**src/rtl/miss_pkg.sv**
```systemverilog
// Shared widths, records and FSM state types of the cache miss handler
// Every RTL file refers to these by scoped names

package miss_pkg;

    localparam int NLINE_W    = 24;
    localparam int SET_W      = 6;
    localparam int TAG_W      = NLINE_W - SET_W;
    localparam int DATA_W     = 32;
    localparam int CL_WORDS   = 4;
    localparam int WORD_W     = 2;
    localparam int WAY_W      = 2;
    localparam int TID_W      = 4;
    localparam int ID_W       = 3;
    localparam int RESP_DEPTH = 4;

    typedef logic [NLINE_W-1:0] nline_t;
    typedef logic [TAG_W-1:0]   tag_t;
    typedef logic [SET_W-1:0]   set_t;
    typedef logic [DATA_W-1:0]  data_t;
    typedef logic [WORD_W-1:0]  word_t;
    typedef logic [WAY_W-1:0]   way_t;
    typedef logic [TID_W-1:0]   tid_t;
    typedef logic [ID_W-1:0]    mem_id_t;

    // One pending miss
    typedef struct packed {
        nline_t nline;
        tid_t   tid;
        word_t  word;
        way_t   way;
        logic   need_rsp;
    } mshr_entry_t;

    // One memory response beat as stored in the response FIFO
    typedef struct packed {
        mem_id_t id;
        data_t   data;
        logic    last;
        logic    error;
    } mem_beat_t;

    typedef enum logic {
        SEND_IDLE,
        SEND_REQ
    } send_state_e;

    typedef enum logic {
        REFILL_IDLE,
        REFILL_WRITE
    } refill_state_e;

endpackage
```
**src/rtl/mshr_if.sv**
```systemverilog
// Bundle between the request unit, the MSHR entry array and the refill engine
// The top level ties each entry to its own slice of the vectors

`timescale 1ns/1ps

interface mshr_if #(
    parameter int MSHR_ENTRIES = 4
);

    // Single-cycle one-hot strobes
    logic [MSHR_ENTRIES-1:0]                      alloc_en;
    logic [MSHR_ENTRIES-1:0]                      clear_en;
    miss_pkg::mshr_entry_t                        alloc_data;

    // Entry state seen by both sides
    logic [MSHR_ENTRIES-1:0]                      valid;
    logic [MSHR_ENTRIES-1:0]                      match;
    miss_pkg::mshr_entry_t [MSHR_ENTRIES-1:0]     entries;

    // Line looked up against every entry
    miss_pkg::nline_t                             check_nline;

    modport requester (
        output alloc_en,
        output alloc_data,
        output check_nline,
        input  valid,
        input  match
    );

    modport drainer (
        output clear_en,
        input  valid,
        input  entries
    );

endinterface

```
**src/rtl/miss_handler.sv**
```systemverilog
// Top level of the cache miss handler
// Connects the request unit, the MSHR entry array, the response FIFO
// and the refill engine; MSHR_ENTRIES sets the number of outstanding misses

`timescale 1ns/1ps

module miss_handler #(
    parameter int MSHR_ENTRIES = 4
) (
    input  logic               clk_i,
    input  logic               rst_ni,

    // Miss allocation
    input  logic               alloc_i,
    input  miss_pkg::nline_t   alloc_nline_i,
    input  miss_pkg::tid_t     alloc_tid_i,
    input  miss_pkg::word_t    alloc_word_i,
    input  miss_pkg::way_t     alloc_way_i,
    input  logic               alloc_need_rsp_i,
    output logic               alloc_ready_o,

    // Lookup
    input  miss_pkg::nline_t   check_nline_i,
    output logic               check_hit_o,

    output logic               mshr_full_o,
    output logic               mshr_empty_o,

    // Memory read requests
    input  logic               mem_req_ready_i,
    output logic               mem_req_valid_o,
    output miss_pkg::nline_t   mem_req_addr_o,
    output miss_pkg::mem_id_t  mem_req_id_o,

    // Memory responses
    input  logic               mem_resp_valid_i,
    input  miss_pkg::mem_id_t  mem_resp_id_i,
    input  miss_pkg::data_t    mem_resp_data_i,
    input  logic               mem_resp_last_i,
    input  logic               mem_resp_error_i,
    output logic               mem_resp_ready_o,

    // Cache refill
    input  logic               refill_req_ready_i,
    output logic               refill_req_valid_o,
    output logic               refill_busy_o,
    output logic               refill_write_data_o,
    output logic               refill_write_dir_o,
    output miss_pkg::set_t     refill_set_o,
    output miss_pkg::way_t     refill_way_o,
    output miss_pkg::word_t    refill_word_o,
    output miss_pkg::data_t    refill_data_o,
    output miss_pkg::tag_t     refill_tag_o,
    output logic               refill_dir_valid_o,

    // Core response
    output logic               core_rsp_valid_o,
    output miss_pkg::tid_t     core_rsp_tid_o,
    output miss_pkg::data_t    core_rsp_data_o,
    output logic               core_rsp_error_o
);

    logic                beat_valid;
    logic                beat_pop;
    miss_pkg::mem_beat_t beat;

    mshr_if #(.MSHR_ENTRIES(MSHR_ENTRIES)) i_mshr_if ();

    miss_request #(.MSHR_ENTRIES(MSHR_ENTRIES)) i_miss_request (
        .clk_i, .rst_ni,
        .alloc_i, .alloc_nline_i, .alloc_tid_i, .alloc_word_i, .alloc_way_i,
        .alloc_need_rsp_i, .alloc_ready_o,
        .check_nline_i, .check_hit_o, .mshr_full_o,
        .mem_req_ready_i, .mem_req_valid_o, .mem_req_addr_o, .mem_req_id_o,
        .mshr (i_mshr_if.requester)
    );

    for (genvar i = 0; i < MSHR_ENTRIES; i++) begin : gen_entry
        mshr_entry i_mshr_entry (
            .clk_i, .rst_ni,
            .alloc_i       (i_mshr_if.alloc_en[i]),
            .clear_i       (i_mshr_if.clear_en[i]),
            .alloc_data_i  (i_mshr_if.alloc_data),
            .check_nline_i (i_mshr_if.check_nline),
            .valid_o       (i_mshr_if.valid[i]),
            .match_o       (i_mshr_if.match[i]),
            .entry_o       (i_mshr_if.entries[i])
        );
    end

    resp_buffer i_resp_buffer (
        .clk_i, .rst_ni,
        .mem_resp_valid_i, .mem_resp_id_i, .mem_resp_data_i,
        .mem_resp_last_i, .mem_resp_error_i, .mem_resp_ready_o,
        .pop_i        (beat_pop),
        .beat_valid_o (beat_valid),
        .beat_o       (beat)
    );

    refill_engine #(.MSHR_ENTRIES(MSHR_ENTRIES)) i_refill_engine (
        .clk_i, .rst_ni,
        .beat_valid_i (beat_valid),
        .beat_i       (beat),
        .pop_o        (beat_pop),
        .refill_req_ready_i, .refill_req_valid_o, .refill_busy_o,
        .refill_write_data_o, .refill_write_dir_o,
        .refill_set_o, .refill_way_o, .refill_word_o, .refill_data_o,
        .refill_tag_o, .refill_dir_valid_o,
        .core_rsp_valid_o, .core_rsp_tid_o, .core_rsp_data_o, .core_rsp_error_o,
        .mshr_empty_o,
        .mshr (i_mshr_if.drainer)
    );

endmodule

```
**src/rtl/refill_engine.sv**
```systemverilog
// Refill side of the miss handler
// Once the arbiter grants, takes the MSHR entry named by the head beat,
// writes the line word by word, then the directory, and answers the core

`timescale 1ns/1ps

module refill_engine #(
    parameter int MSHR_ENTRIES = 4
) (
    input  logic                clk_i,
    input  logic                rst_ni,

    input  logic                beat_valid_i,
    input  miss_pkg::mem_beat_t beat_i,
    output logic                pop_o,

    input  logic                refill_req_ready_i,
    output logic                refill_req_valid_o,
    output logic                refill_busy_o,

    output logic                refill_write_data_o,
    output logic                refill_write_dir_o,
    output miss_pkg::set_t      refill_set_o,
    output miss_pkg::way_t      refill_way_o,
    output miss_pkg::word_t     refill_word_o,
    output miss_pkg::data_t     refill_data_o,
    output miss_pkg::tag_t      refill_tag_o,
    output logic                refill_dir_valid_o,

    output logic                core_rsp_valid_o,
    output miss_pkg::tid_t      core_rsp_tid_o,
    output miss_pkg::data_t     core_rsp_data_o,
    output logic                core_rsp_error_o,

    output logic                mshr_empty_o,

    mshr_if.drainer             mshr
);

    localparam miss_pkg::word_t LAST_WORD = miss_pkg::WORD_W'(miss_pkg::CL_WORDS - 1);

    miss_pkg::refill_state_e state_q, state_d;
    miss_pkg::mshr_entry_t   ent_q;
    miss_pkg::word_t         cnt_q;
    logic                    err_q;
    logic                    grant;
    logic                    in_write;
    logic                    beat_take;
    logic                    err_acc;
    logic                    last_word;

    assign in_write = (state_q == miss_pkg::REFILL_WRITE);

    // Ask the arbiter only while idle and a beat is waiting
    assign refill_req_valid_o = (state_q == miss_pkg::REFILL_IDLE) && beat_valid_i;
    assign grant              = refill_req_valid_o && refill_req_ready_i;

    // The entry is released at the grant edge
    always_comb begin
        for (int i = 0; i < MSHR_ENTRIES; i++) begin
            mshr.clear_en[i] = grant && (beat_i.id == miss_pkg::mem_id_t'(i));
        end
    end

    assign beat_take = in_write && beat_valid_i;
    assign pop_o     = beat_take;
    assign last_word = (cnt_q == LAST_WORD);

    // Error seen so far on this line, including the current beat
    assign err_acc = err_q | beat_i.error;

    always_comb begin
        state_d = state_q;
        unique case (state_q)
            miss_pkg::REFILL_IDLE:  if (grant) state_d = miss_pkg::REFILL_WRITE;
            miss_pkg::REFILL_WRITE: if (beat_take && last_word) state_d = miss_pkg::REFILL_IDLE;
            default:                state_d = miss_pkg::REFILL_IDLE;
        endcase
    end

    always_ff @(posedge clk_i or negedge rst_ni) begin
        if (!rst_ni) begin
            state_q <= miss_pkg::REFILL_IDLE;
            cnt_q   <= '0;
            err_q   <= 1'b0;
        end else begin
            state_q <= state_d;
            if (grant) begin
                cnt_q <= '0;
                err_q <= 1'b0;
            end else if (beat_take) begin
                cnt_q <= cnt_q + 1'b1;
                err_q <= err_acc;
            end
        end
    end

    // Copy of the miss being refilled
    always_ff @(posedge clk_i) begin
        if (grant) begin
            ent_q <= mshr.entries[beat_i.id];
        end
    end

    // Data array and directory writes
    assign refill_write_data_o = beat_take && !beat_i.error;
    assign refill_write_dir_o  = beat_take && last_word;
    assign refill_set_o        = ent_q.nline[miss_pkg::SET_W-1:0];
    assign refill_tag_o        = ent_q.nline[miss_pkg::NLINE_W-1:miss_pkg::SET_W];
    assign refill_way_o        = ent_q.way;
    assign refill_word_o       = cnt_q;
    assign refill_data_o       = beat_i.data;
    assign refill_dir_valid_o  = !err_acc;

    // The core gets the requested word as it passes by
    assign core_rsp_valid_o = beat_take && ent_q.need_rsp && (cnt_q == ent_q.word);
    assign core_rsp_tid_o   = ent_q.tid;
    assign core_rsp_data_o  = beat_i.data;
    assign core_rsp_error_o = err_acc;

    assign refill_busy_o = in_write;

    // Nothing pending and the last refill done
    assign mshr_empty_o = !(|mshr.valid) && !in_write;

endmodule

```
**src/rtl/resp_buffer.sv**
```systemverilog
// Circular FIFO for memory response beats
// Memory is stalled through mem_resp_ready_o once all slots are taken

`timescale 1ns/1ps

module resp_buffer (
    input  logic                clk_i,
    input  logic                rst_ni,

    input  logic                mem_resp_valid_i,
    input  miss_pkg::mem_id_t   mem_resp_id_i,
    input  miss_pkg::data_t     mem_resp_data_i,
    input  logic                mem_resp_last_i,
    input  logic                mem_resp_error_i,
    output logic                mem_resp_ready_o,

    input  logic                pop_i,
    output logic                beat_valid_o,
    output miss_pkg::mem_beat_t beat_o
);

    localparam int DEPTH = miss_pkg::RESP_DEPTH;
    localparam int PTR_W = (DEPTH > 1) ? $clog2(DEPTH) : 1;
    localparam int CNT_W = $clog2(DEPTH + 1);

    miss_pkg::mem_beat_t mem_q [DEPTH];
    logic [PTR_W-1:0]    wr_ptr_q, rd_ptr_q;
    logic [CNT_W-1:0]    count_q;
    logic                push, pop;

    assign mem_resp_ready_o = (count_q != CNT_W'(DEPTH));
    assign beat_valid_o     = (count_q != '0);

    assign push = mem_resp_valid_i && mem_resp_ready_o;
    assign pop  = pop_i && beat_valid_o;

    always_ff @(posedge clk_i) begin
        if (push) begin
            mem_q[wr_ptr_q] <= '{
                id:    mem_resp_id_i,
                data:  mem_resp_data_i,
                last:  mem_resp_last_i,
                error: mem_resp_error_i
            };
        end
    end

    // Pointers wrap explicitly so any depth works
    always_ff @(posedge clk_i or negedge rst_ni) begin
        if (!rst_ni) begin
            wr_ptr_q <= '0;
            rd_ptr_q <= '0;
            count_q  <= '0;
        end else begin
            if (push) begin
                wr_ptr_q <= (wr_ptr_q == PTR_W'(DEPTH - 1)) ? '0 : wr_ptr_q + 1'b1;
            end
            if (pop) begin
                rd_ptr_q <= (rd_ptr_q == PTR_W'(DEPTH - 1)) ? '0 : rd_ptr_q + 1'b1;
            end
            if (push && !pop) begin
                count_q <= count_q + 1'b1;
            end else if (pop && !push) begin
                count_q <= count_q - 1'b1;
            end
        end
    end

    assign beat_o = mem_q[rd_ptr_q];

endmodule

```
**src/rtl/miss_request.sv**
```systemverilog
// Request side of the miss handler
// Accepts a new miss, places it in the lowest free MSHR entry and sends
// one line read to memory with the entry index as transaction id

`timescale 1ns/1ps

module miss_request #(
    parameter int MSHR_ENTRIES = 4
) (
    input  logic               clk_i,
    input  logic               rst_ni,

    input  logic               alloc_i,
    input  miss_pkg::nline_t   alloc_nline_i,
    input  miss_pkg::tid_t     alloc_tid_i,
    input  miss_pkg::word_t    alloc_word_i,
    input  miss_pkg::way_t     alloc_way_i,
    input  logic               alloc_need_rsp_i,
    output logic               alloc_ready_o,

    input  miss_pkg::nline_t   check_nline_i,
    output logic               check_hit_o,
    output logic               mshr_full_o,

    input  logic               mem_req_ready_i,
    output logic               mem_req_valid_o,
    output miss_pkg::nline_t   mem_req_addr_o,
    output miss_pkg::mem_id_t  mem_req_id_o,

    mshr_if.requester          mshr
);

    miss_pkg::send_state_e state_q, state_d;
    miss_pkg::nline_t      req_nline_q;
    miss_pkg::mem_id_t     req_id_q;
    miss_pkg::mem_id_t     free_idx;
    logic                  accept;

    assign mshr_full_o   = &mshr.valid;
    assign alloc_ready_o = (state_q == miss_pkg::SEND_IDLE) && !mshr_full_o;
    assign accept        = alloc_i && alloc_ready_o;

    // Lowest-numbered free entry wins
    always_comb begin
        free_idx = '0;
        for (int i = MSHR_ENTRIES - 1; i >= 0; i--) begin
            if (!mshr.valid[i]) begin
                free_idx = miss_pkg::mem_id_t'(i);
            end
        end
    end

    always_comb begin
        for (int i = 0; i < MSHR_ENTRIES; i++) begin
            mshr.alloc_en[i] = accept && (free_idx == miss_pkg::mem_id_t'(i));
        end
    end

    assign mshr.alloc_data = '{
        nline:    alloc_nline_i,
        tid:      alloc_tid_i,
        word:     alloc_word_i,
        way:      alloc_way_i,
        need_rsp: alloc_need_rsp_i
    };

    // Lookup is checked in the same cycle against all entries
    assign mshr.check_nline = check_nline_i;
    assign check_hit_o      = |mshr.match;

    always_comb begin
        state_d = state_q;
        unique case (state_q)
            miss_pkg::SEND_IDLE: if (accept) state_d = miss_pkg::SEND_REQ;
            miss_pkg::SEND_REQ:  if (mem_req_ready_i) state_d = miss_pkg::SEND_IDLE;
            default:             state_d = miss_pkg::SEND_IDLE;
        endcase
    end

    always_ff @(posedge clk_i or negedge rst_ni) begin
        if (!rst_ni) begin
            state_q <= miss_pkg::SEND_IDLE;
        end else begin
            state_q <= state_d;
        end
    end

    // Memory request payload
    always_ff @(posedge clk_i) begin
        if (accept) begin
            req_nline_q <= alloc_nline_i;
            req_id_q    <= free_idx;
        end
    end

    assign mem_req_valid_o = (state_q == miss_pkg::SEND_REQ);
    assign mem_req_addr_o  = req_nline_q;
    assign mem_req_id_o    = req_id_q;

endmodule

```
**src/rtl/mshr_entry.sv**
```systemverilog
// One fully associative MSHR slot
// Holds a pending miss from allocation until the refill engine takes it,
// and compares its line address against the lookup port

`timescale 1ns/1ps

module mshr_entry (
    input  logic                  clk_i,
    input  logic                  rst_ni,

    input  logic                  alloc_i,
    input  logic                  clear_i,
    input  miss_pkg::mshr_entry_t alloc_data_i,

    input  miss_pkg::nline_t      check_nline_i,

    output logic                  valid_o,
    output logic                  match_o,
    output miss_pkg::mshr_entry_t entry_o
);

    logic                  valid_q;
    miss_pkg::mshr_entry_t entry_q;

    // Occupancy flag
    always_ff @(posedge clk_i or negedge rst_ni) begin
        if (!rst_ni) begin
            valid_q <= 1'b0;
        end else if (alloc_i) begin
            valid_q <= 1'b1;
        end else if (clear_i) begin
            valid_q <= 1'b0;
        end
    end

    // Miss record, loaded only when the slot is taken
    always_ff @(posedge clk_i) begin
        if (alloc_i) begin
            entry_q <= alloc_data_i;
        end
    end

    assign valid_o = valid_q;
    assign entry_o = entry_q;

    // A free slot never reports a hit, whatever its stale contents
    assign match_o = valid_q && (entry_q.nline == check_nline_i);

endmodule

```
**config.mk**
```make
export PLATFORM = sky130hd
export DESIGN_NAME = miss_handler
export DESIGN_NICKNAME = d
export VERILOG_FILES = /design/src/rtl/miss_pkg.sv /design/src/rtl/mshr_if.sv /design/src/rtl/miss_handler.sv /design/src/rtl/refill_engine.sv /design/src/rtl/resp_buffer.sv /design/src/rtl/miss_request.sv /design/src/rtl/mshr_entry.sv
export SDC_FILE = /design/constraint.sdc
export NUM_CORES = 1
export LEC_CHECK = 0
export BUFFER_PORTS_ARGS = -buffer_cell sky130_fd_sc_hd__buf_2
export CORE_UTILIZATION = 50
export DETAILED_ROUTE_END_ITERATION = 12
export PLACE_DENSITY = 0.72
export REMOVE_ABC_BUFFERS = 1
export SLEW_MARGIN = 0
export SYNTH_ARGS = -nofsm -noshare
export SYNTH_HDL_FRONTEND = slang
export SYNTH_HIERARCHICAL = 1
export SYNTH_SLANG_ARGS = --single-unit
```
**constraint.sdc**
```tcl
create_clock -name clk_i -period 4.07 [get_ports clk_i]
set_input_delay 0.2035 -clock clk_i [delete_from_list [all_inputs] [get_ports clk_i]]
set_output_delay 0.2035 -clock clk_i [all_outputs]
set_load 0.005 [all_outputs]
```
# == After elaboration in Yosys (flattened, before gate mapping) ==
# Memories as Yosys holds them, arrays and structs flattened.
# Index checks and enable logic that the tools add are counted.
# totals
ff_bits,208
ram_bits,148
inputBits,100
out_inout_bits,136
word_cells,138
memories,1
# memory_table
memory,words,width,read_ports,rd_clocked_by_memory_dff,wr,line_no,rtl
i_resp_buffer.mem_q,4,37,1,0,1,resp_buffer.sv:26,miss_pkg::mem_beat_t mem_q [DEPTH];
# classes
n_addsub,5
n_lt_le_gt_ge,1
eq_ne,15
muxes,30
bitwise_logic,3
reduce_logical,45
# ops
operator,count
$eq A24 B24 Y1,4
$bmux W33 S2,1
$mux W33,1
$logic_and A1 B1 Y1,26
$mux W1,16
$mux W3,5
$eq A3 B2 Y1 const B,4
$reduce_bool A2 Y1,6
$mux W2,5
$reduce_or A4 Y1,2
$logic_not A1 Y1,7
$add A2 B1 Y2 const B,3
$eq A2 B2 Y1 const B,3
$eq A3 B1 Y1 const B,2
$logic_not A3 Y1,2
$pmux W1 S2,2
$reduce_and A4 Y1,1
$add A3 B1 Y3 const B,1
$lt A3 B3 Y1 const B,1
$ne A3 B3 Y1 const B,1
$reduce_bool A3 Y1,1
$sub A3 B1 Y3 const B,1
$eq A2 B2 Y1,1
$not A1 Y1,2
$or A1 B1 Y1,1

# == Logic depth before layout (Yosys ltp) ==
# Gate-level depths: netlist of the first run.
# logic_depth
ltp_word,7
ltp_mapped,9
depth_no_buf,9

# == Hierarchy ==
# The synthesis of the first run kept the hierarchy.
# modules_own_cells
module,n_inst,cells_per_inst,area_each_um2,seq_area_each_um2
resp_buffer,1,230,5763.0,4619.4
mshr_entry,4,69,1296.2,1016.0
refill_engine,1,200,2829.0,1091.0
miss_request,1,102,1358.8,805.8

# == Worst setup path before layout of the first run ==
# OpenSTA, ideal clock, no wires.
# synth_path
path_type,reg2reg
from,reg i_miss_request.state_q (netlist: i_miss_request/mem_req_valid_o)
to,reg gen_entry[1].i_mshr_entry.entry_q (netlist bit gen_entry[1].i_mshr_entry/entry_o[0]) (enable)
arrival_ps,3212
slack_ps,384
stages_incl_launch_ff,3
n_path_buf,0
path_cell_list,dfrtp_1 > nand2b_1 > nor3b_1
# synth_between
elab_chain_cells,4
# synth_rtl
item,line_no,rtl
from (decl),miss_request.sv:33,"miss_pkg::send_state_e state_q, state_d;"
from (signal assigned),miss_request.sv:82,state_q <= miss_pkg::SEND_IDLE;
from (signal assigned),miss_request.sv:84,state_q <= state_d;
$not A1 Y1,miss_request.sv:40,assign alloc_ready_o = (state_q == miss_pkg::SEND_IDLE) && !mshr_full_o;
$logic_and A1 B1 Y1,miss_request.sv:40,
$logic_and A1 B1 Y1,miss_request.sv:41,assign accept = alloc_i && alloc_ready_o;
$logic_and A1 B1 Y1,miss_request.sv:55,mshr.alloc_en[i] = accept && (free_idx == miss_pkg::mem_id_t'(i));
via i_mshr_if.alloc_en[1],mshr_if.sv:11,logic [MSHR_ENTRIES-1:0] alloc_en;
to (signal assigned),mshr_entry.sv:39,entry_q <= alloc_data_i;
to (decl),mshr_entry.sv:23,miss_pkg::mshr_entry_t entry_q;
# The timed path passes the listed nets, and every way through them passes these cells.
# A chain may end at the register's enable or synchronous reset.

==> results of run 1 <==
## flip-flops by register name, indices dropped and copies added (netlist names), 3 cells and up
register and flops:
i_refill_engine/core_rsp_tid_o 4, i_refill_engine/refill_tag_o 18, i_refill_engine/ent_q 3, i_refill_engine/refill_set_o 6, gen_entry.i_mshr_entry/valid_o 4, i_resp_buffer/mem_q 144, gen_entry.i_mshr_entry/entry_o 132, i_miss_request/mem_req_addr_o 24
i_resp_buffer/count_q 3
## worst register-to-register path: stages (launching register included)
cell	delay, ps
dfrtp_1	350
buf_4	430
mux4_2	1010
mux4_2	450
## power groups by stage
stage / logic (mW) / registers (mW) / clock network, mW
finish: 3.17 / 5.08 / 3.25
global route: 3.46 / 5.15 / 3.44
CTS: 3.24 / 5.08 / 3.32
detailed placement: 3.18 / 5.15 / 0
global placement: 3.13 / 5.13 / 0
floorplan: 1.80 / 5.22 / 0
## layout by cell type, fill, tap and decap left out, types with 4 or more instances in the layout
| master | count |
|---|---|
| edfxtp_1 | 335 |
| buf_2 | 233 |
| dlygate4sd3_1 | 71 |
| mux4_2 | 64 |
| xor2_1 | 62 |
| clkbuf_16 | 39 |
| xnor2_1 | 39 |
| dfrtp_1 | 15 |
| nor4_1 | 12 |
| inv_1 | 11 |
| clkbuf_1 | 10 |
| buf_4 | 9 |
| clkinv_2 | 8 |
| nand4_1 | 8 |
| nand3_1 | 8 |
| nor3_1 | 8 |
| nor2_1 | 7 |
| ha_1 | 7 |
| mux2_2 | 6 |
| a21o_1 | 5 |
| mux4_1 | 5 |
| and2_2 | 5 |
| clkinv_1 | 4 |
| nor4_2 | 4 |
| nand2_1 | 4 |
## layer usage
| layer | up-vias | global-route usage | wire [um] |
|---|---|---|---|
| met4 | 4 | 0.0572 | 670 |
| met2 | 268 | 0.321 | 14400 |
| li1 | 3312 | - | - |
| met5 | - | 0 | 24 |
| met1 | 3727 | 0.241 | 11500 |
| met3 | 49 | 0.0374 | 1770 |
## how the worst max path moves through the flow
stage	startpoint	end	slack, ps	depth (start not counted)
finish	i_resp_buffer/rd_ptr_q[0]	refill_dir_valid_o	1220	5
global route	i_resp_buffer/rd_ptr_q[0]	refill_dir_valid_o	1050	5
CTS	i_resp_buffer/rd_ptr_q[0]	refill_dir_valid_o	1160	5
detailed placement	i_resp_buffer/rd_ptr_q[1]	i_refill_engine/refill_tag_o[6]	1440	3
global placement	i_resp_buffer/rd_ptr_q[1]	gen_entry[2].i_mshr_entry/valid_o	1470	6
floorplan	i_miss_request/mem_req_valid_o	gen_entry[1].i_mshr_entry/entry_o[0]	380	2
## metrics by stage
stage	worst slack [ps]	area (um2)
after CTS	1160	17400
after global placement	1470	15500
after floorplan	384	13700
final	1220	17400
after detailed placement	1440	15500
after global routing	1050	17400
## area by class of cell
type	instances	area share
diodes	2	0.000288
inverters	11	0.00238
multi-input cells	272	0.185
clock buffers	49	0.0583
flip-flops and latches	351	0.602
clock inverters	20	0.0104
repair buffers	314	0.113
well taps	390	0.0281
## what timing repair did
item	4_1_cts	5_1_grt
hold buffers	71	0
gates resized for setup	0	0
hold endpoints to repair	317	0
==> impl_metrics.ini, run 1 <==
[finish]
area_delta_synth_final_pct = 15.9
multi_input_area_mm2 = 0.00322
nets = 1096
final_util = 0.588
layout-drive-gt1-share = 0.380
stdcell_count = 1409
ff_latch_area_mm2 = 0.0105
n_fill_cell = 2196

[timing]
hold_viol_final = 0
setup_violations = 0
period_minus_slack_ps = 2850
finalCritPeriodShare = 0.700
fmax_ghz = 0.351
worst_pin_slew_ps = 1030
finalSetupTns_ps = 0
skew_ps = 28.0
slew_headroom = 0.317
drv_slew = 0
whs_ps = 19.7
rsz0062_at_grt = false

[pwr]
power.leakage_nw = 6.18
power_density_mw_per_mm2 = 662
p_sw_frac = 0.282
p_seq_frac = 0.441
power.internal_mw = 8.26
ir_drop_mv = 0.386
clockPowerShare = 0.283
p_comb_frac = 0.276
power_mw = 11.5
power_switching_mw = 3.24

[die]
ios = 236
die_area_mm2 = 0.0307
dieWidth_um = 175
core-area_mm2 = 0.0296
rows = 63
start_util = 0.507
die_y_um = 175

[clocking]
ctsRootBufferMaster = clkbuf_16
cts.clk_slew.worst_paths_ps = 50
clock_latency_ps = 530
cts_buffer_depth = 3
post_cts_buffers = 0
cts_sinks = 351
numCtsBuffers = 38
cts_htree_levels = 2
cts_tree = yes

[critical_path]
crit_required_ps = 3870
path_delay_family = buffers and inverters
r2r-start = i_resp_buffer/rd_ptr_q[1]
crit_chain = buf_4 -> mux4_2 -> or2_2 -> inv_1 -> buf_2
cp-start-kind = flop
arrival_ps = 2650
worst-path-buf-inv = 3
end_kind = output pin
rr_worst_depth = 3
worstPathMaxFanout = 37
reg2reg_slack_ps = 1570
criticalPathCategory = flop to output pin
slowest_delay_ps = 640
cpMaxStageDelayCell = mux4_2
timing.rr.end = i_refill_engine/refill_tag_o[6]

[hold_path]
hp-start = refill_req_ready_i
min_path_cells = 3
whs_endpoint = i_refill_engine/refill_busy_o
hp-class = primary input to flop

[synthesis]
syn_area_mm2 = 0.0150
syn-mean-instance-area_um2 = 18.7
synthCells = 803
yosysWarnings = 6

[global_route]
grt_pass1_wl_um = 43000
grt_pass1_vias = 7768
grt_util_all_layers = 0.187
grt_overflow = 0
antenna_found_initial = 4
grt_max_degree = 38

[placed_design]
io_buffers = 233
dp_cells = 1267
hpwl_um = 17600
place_congestion = 0.776

[routing]
detail-route-antenna-nets = 0
vias = 7360
route.detailed.drc = 0
first_pass_iters = 4
detail_route.wl_per_cell_um = 20.1
viasPerCell = 5.22
drt_iter0_markers = 440
routed_wl_um = 28300

[outcome]
status = complete, no violations

[run]
maxCapViolCount = 0
No activity file was read; power rests on OpenSTA's default activity.
==> run 2, diff against run 1 <==
--- a/config.mk
+++ b/config.mk
@@ -5,10 +5,11 @@
 export SDC_FILE = /design/constraint.sdc
 export NUM_CORES = 1
 export LEC_CHECK = 0
+export ABC_AREA = 1
 export BUFFER_PORTS_ARGS = -buffer_cell sky130_fd_sc_hd__buf_2
 export CORE_UTILIZATION = 50
 export DETAILED_ROUTE_END_ITERATION = 12
-export PLACE_DENSITY = 0.72
+export PLACE_DENSITY = 0.71
 export REMOVE_ABC_BUFFERS = 1
 export SLEW_MARGIN = 0
 export SYNTH_ARGS = -nofsm -noshare
==> constraint.sdc (replaced) <==
create_clock -name clk_i -period 2.8 [get_ports clk_i]
set_input_delay 0.14 -clock clk_i [delete_from_list [all_inputs] [get_ports clk_i]]
set_output_delay 0.14 -clock clk_i [all_outputs]
set_load 0.005 [all_outputs]
==> impl_metrics.ini, run 2 <==
[die]
ios = 236
die_y_um = 186
rows = 66
die_area_mm2 = 0.0345
start_util = 0.513
dieWidth_um = 186
core-area_mm2 = 0.0329

[placed_design]
placedInstanceArea_mm2 = 0.0173
dp_cells = 2189
io_buffers = 233
hpwl_um = 22200
place_congestion = 0.831

[critical_path]
arrival_ps = 2690
critPathLaunch = i_resp_buffer/count_q[1]
cp-endpoint = i_resp_buffer/count_q[2]
r2r-start = i_resp_buffer/count_q[1]
reg2reg_slack_ps = 510
worstPathMaxFanout = 7
crit_required_ps = 3200
cp-start-kind = flop
rr_worst_depth = 12
end_kind = flop
timing.rr.end = i_resp_buffer/count_q[2]
criticalPathCategory = flop to flop

[clocking]
cts_buffer_depth = 3
cts_htree_levels = 2
cts_hold_buffers = 73
cts_sinks = 351
clock_latency_ps = 530
ctsRootBufferMaster = clkbuf_16
cts_tree = yes
numCtsBuffers = 37
cts_resized = 0
cts.clk_slew.worst_paths_ps = 60
post_cts_buffers = 0

[routing]
routed_wl_um = 36100
drt_iter0_markers = 620
viasPerCell = 4.84
first_pass_iters = 6
vias = 11313
route.detailed.drc = 0
detail_route.wl_per_cell_um = 15.5
detail-route-antenna-nets = 0

[pwr]
power_density_mw_per_mm2 = 974
p_comb_frac = 0.353
clockPowerShare = 0.243
p_seq_frac = 0.404
p_sw_frac = 0.360
power.internal_mw = 12.0
power.leakage_nw = 8.73
power_switching_mw = 6.73
ir_drop_mv = 0.739

[synthesis]
syn-mean-instance-area_um2 = 9.95
synthCells = 1694
syn_area_mm2 = 0.0169
yosysWarnings = 6

[global_route]
grt_overflow = 0
grt_util_all_layers = 0.209
grt_pass1_vias = 11062
grt_max_degree = 140
antenna_found_initial = 10
grt_pass1_wl_um = 55100

[run]
maxCapViolCount = 0

[finish]
largest_reg_flops = 144
top_register = i_resp_buffer/mem_q
final_util = 0.584
fin_area_mm2 = 0.0192
final_common_cell = nand2_1
stdcell_count = 2336
layout-drive-gt1-share = 0.175
multi_input_area_mm2 = 0.00405
mostFrequentLayoutCells = nand2_1 (675), edfxtp_1 (335), inv_1 (241)
nets = 1967
area_delta_synth_final_pct = 13.9
n_fill_cell = 2653
ff_latch_area_mm2 = 0.0105

[timing]
rsz0062_at_grt = false
skew_ps = 25.8
whs_ps = 60.3
finalSetupTns_ps = 0
fmax_ghz = 0.438
drv_slew = 0
setup_violations = 0
slew_headroom = 0.462
worst_pin_slew_ps = 808
finalCritPeriodShare = 0.816
period_minus_slack_ps = 2290
hold_viol_final = 0

[hold_path]
hp-class = primary input to flop

[outcome]
status = complete, no violations
run 2: power groups by stage:
stage | Sequential [mW] | Combinational, mW | Clock [mW]
final | 7.55 | 6.61 | 4.53
after global placement | 7.62 | 6.35 | 0
after floorplan | 7.84 | 3.54 | 0
after detailed placement | 7.65 | 6.50 | 0
after CTS | 7.55 | 6.63 | 4.61
after global routing | 7.65 | 7.44 | 4.83
run 2: layer usage:
layer | share of wire | GRT usage | vias up
met1 | 0.42 | 0.252 | 5312
met5 | 0.0011 | 0 | -
met3 | 0.065 | 0.0446 | 79
met2 | 0.49 | 0.364 | 354
met4 | 0.029 | 0.0816 | 6
li1 | - | - | 5562
run 2: final cells by class:
type,instances,area share
inverter,245,0.0480
timing repair buffer,324,0.108
antenna,8,0.00104
tap,442,0.0288
clock buffer,45,0.0498
clock inverter,21,0.00834
sequential,351,0.545
multi-input combinational,900,0.211
run 2: through the flow:
stage	setup slack [ps]	total power, mW
finish	514	18.7
global route	314	19.9
CTS	466	18.8
detailed placement	579	14.2
global placement	644	14.0
floorplan	-2270	11.4
run 2: how the worst min path moves through the flow:
| stage | start | slack, ps | depth (start not counted) | endpoint |
|---|---|---|---|---|
| floorplan | rst_ni | -160 | 0 | gen_entry[0].i_mshr_entry/valid_o |
| global placement | rst_ni | 70 | 1 | i_refill_engine/refill_busy_o |
| detailed placement | rst_ni | 70 | 1 | i_refill_engine/refill_busy_o |
| CTS | alloc_i | 30 | 3 | i_miss_request/mem_req_valid_o |
| global route | alloc_i | 60 | 3 | i_miss_request/mem_req_valid_o |
| finish | alloc_i | 60 | 3 | i_miss_request/mem_req_valid_o |
run 2: critical path, cell delays in order (launching register included):
cell	delay, ps
dfrtp_1	400
inv_1	110
nand3_1	210
nand2_1	250
inv_1	120
nand2_1	130
ha_1	190
inv_1	70
fa_1	380
nand2_1	110
nand3_1	90
nand2_1	80
nand2_1	50
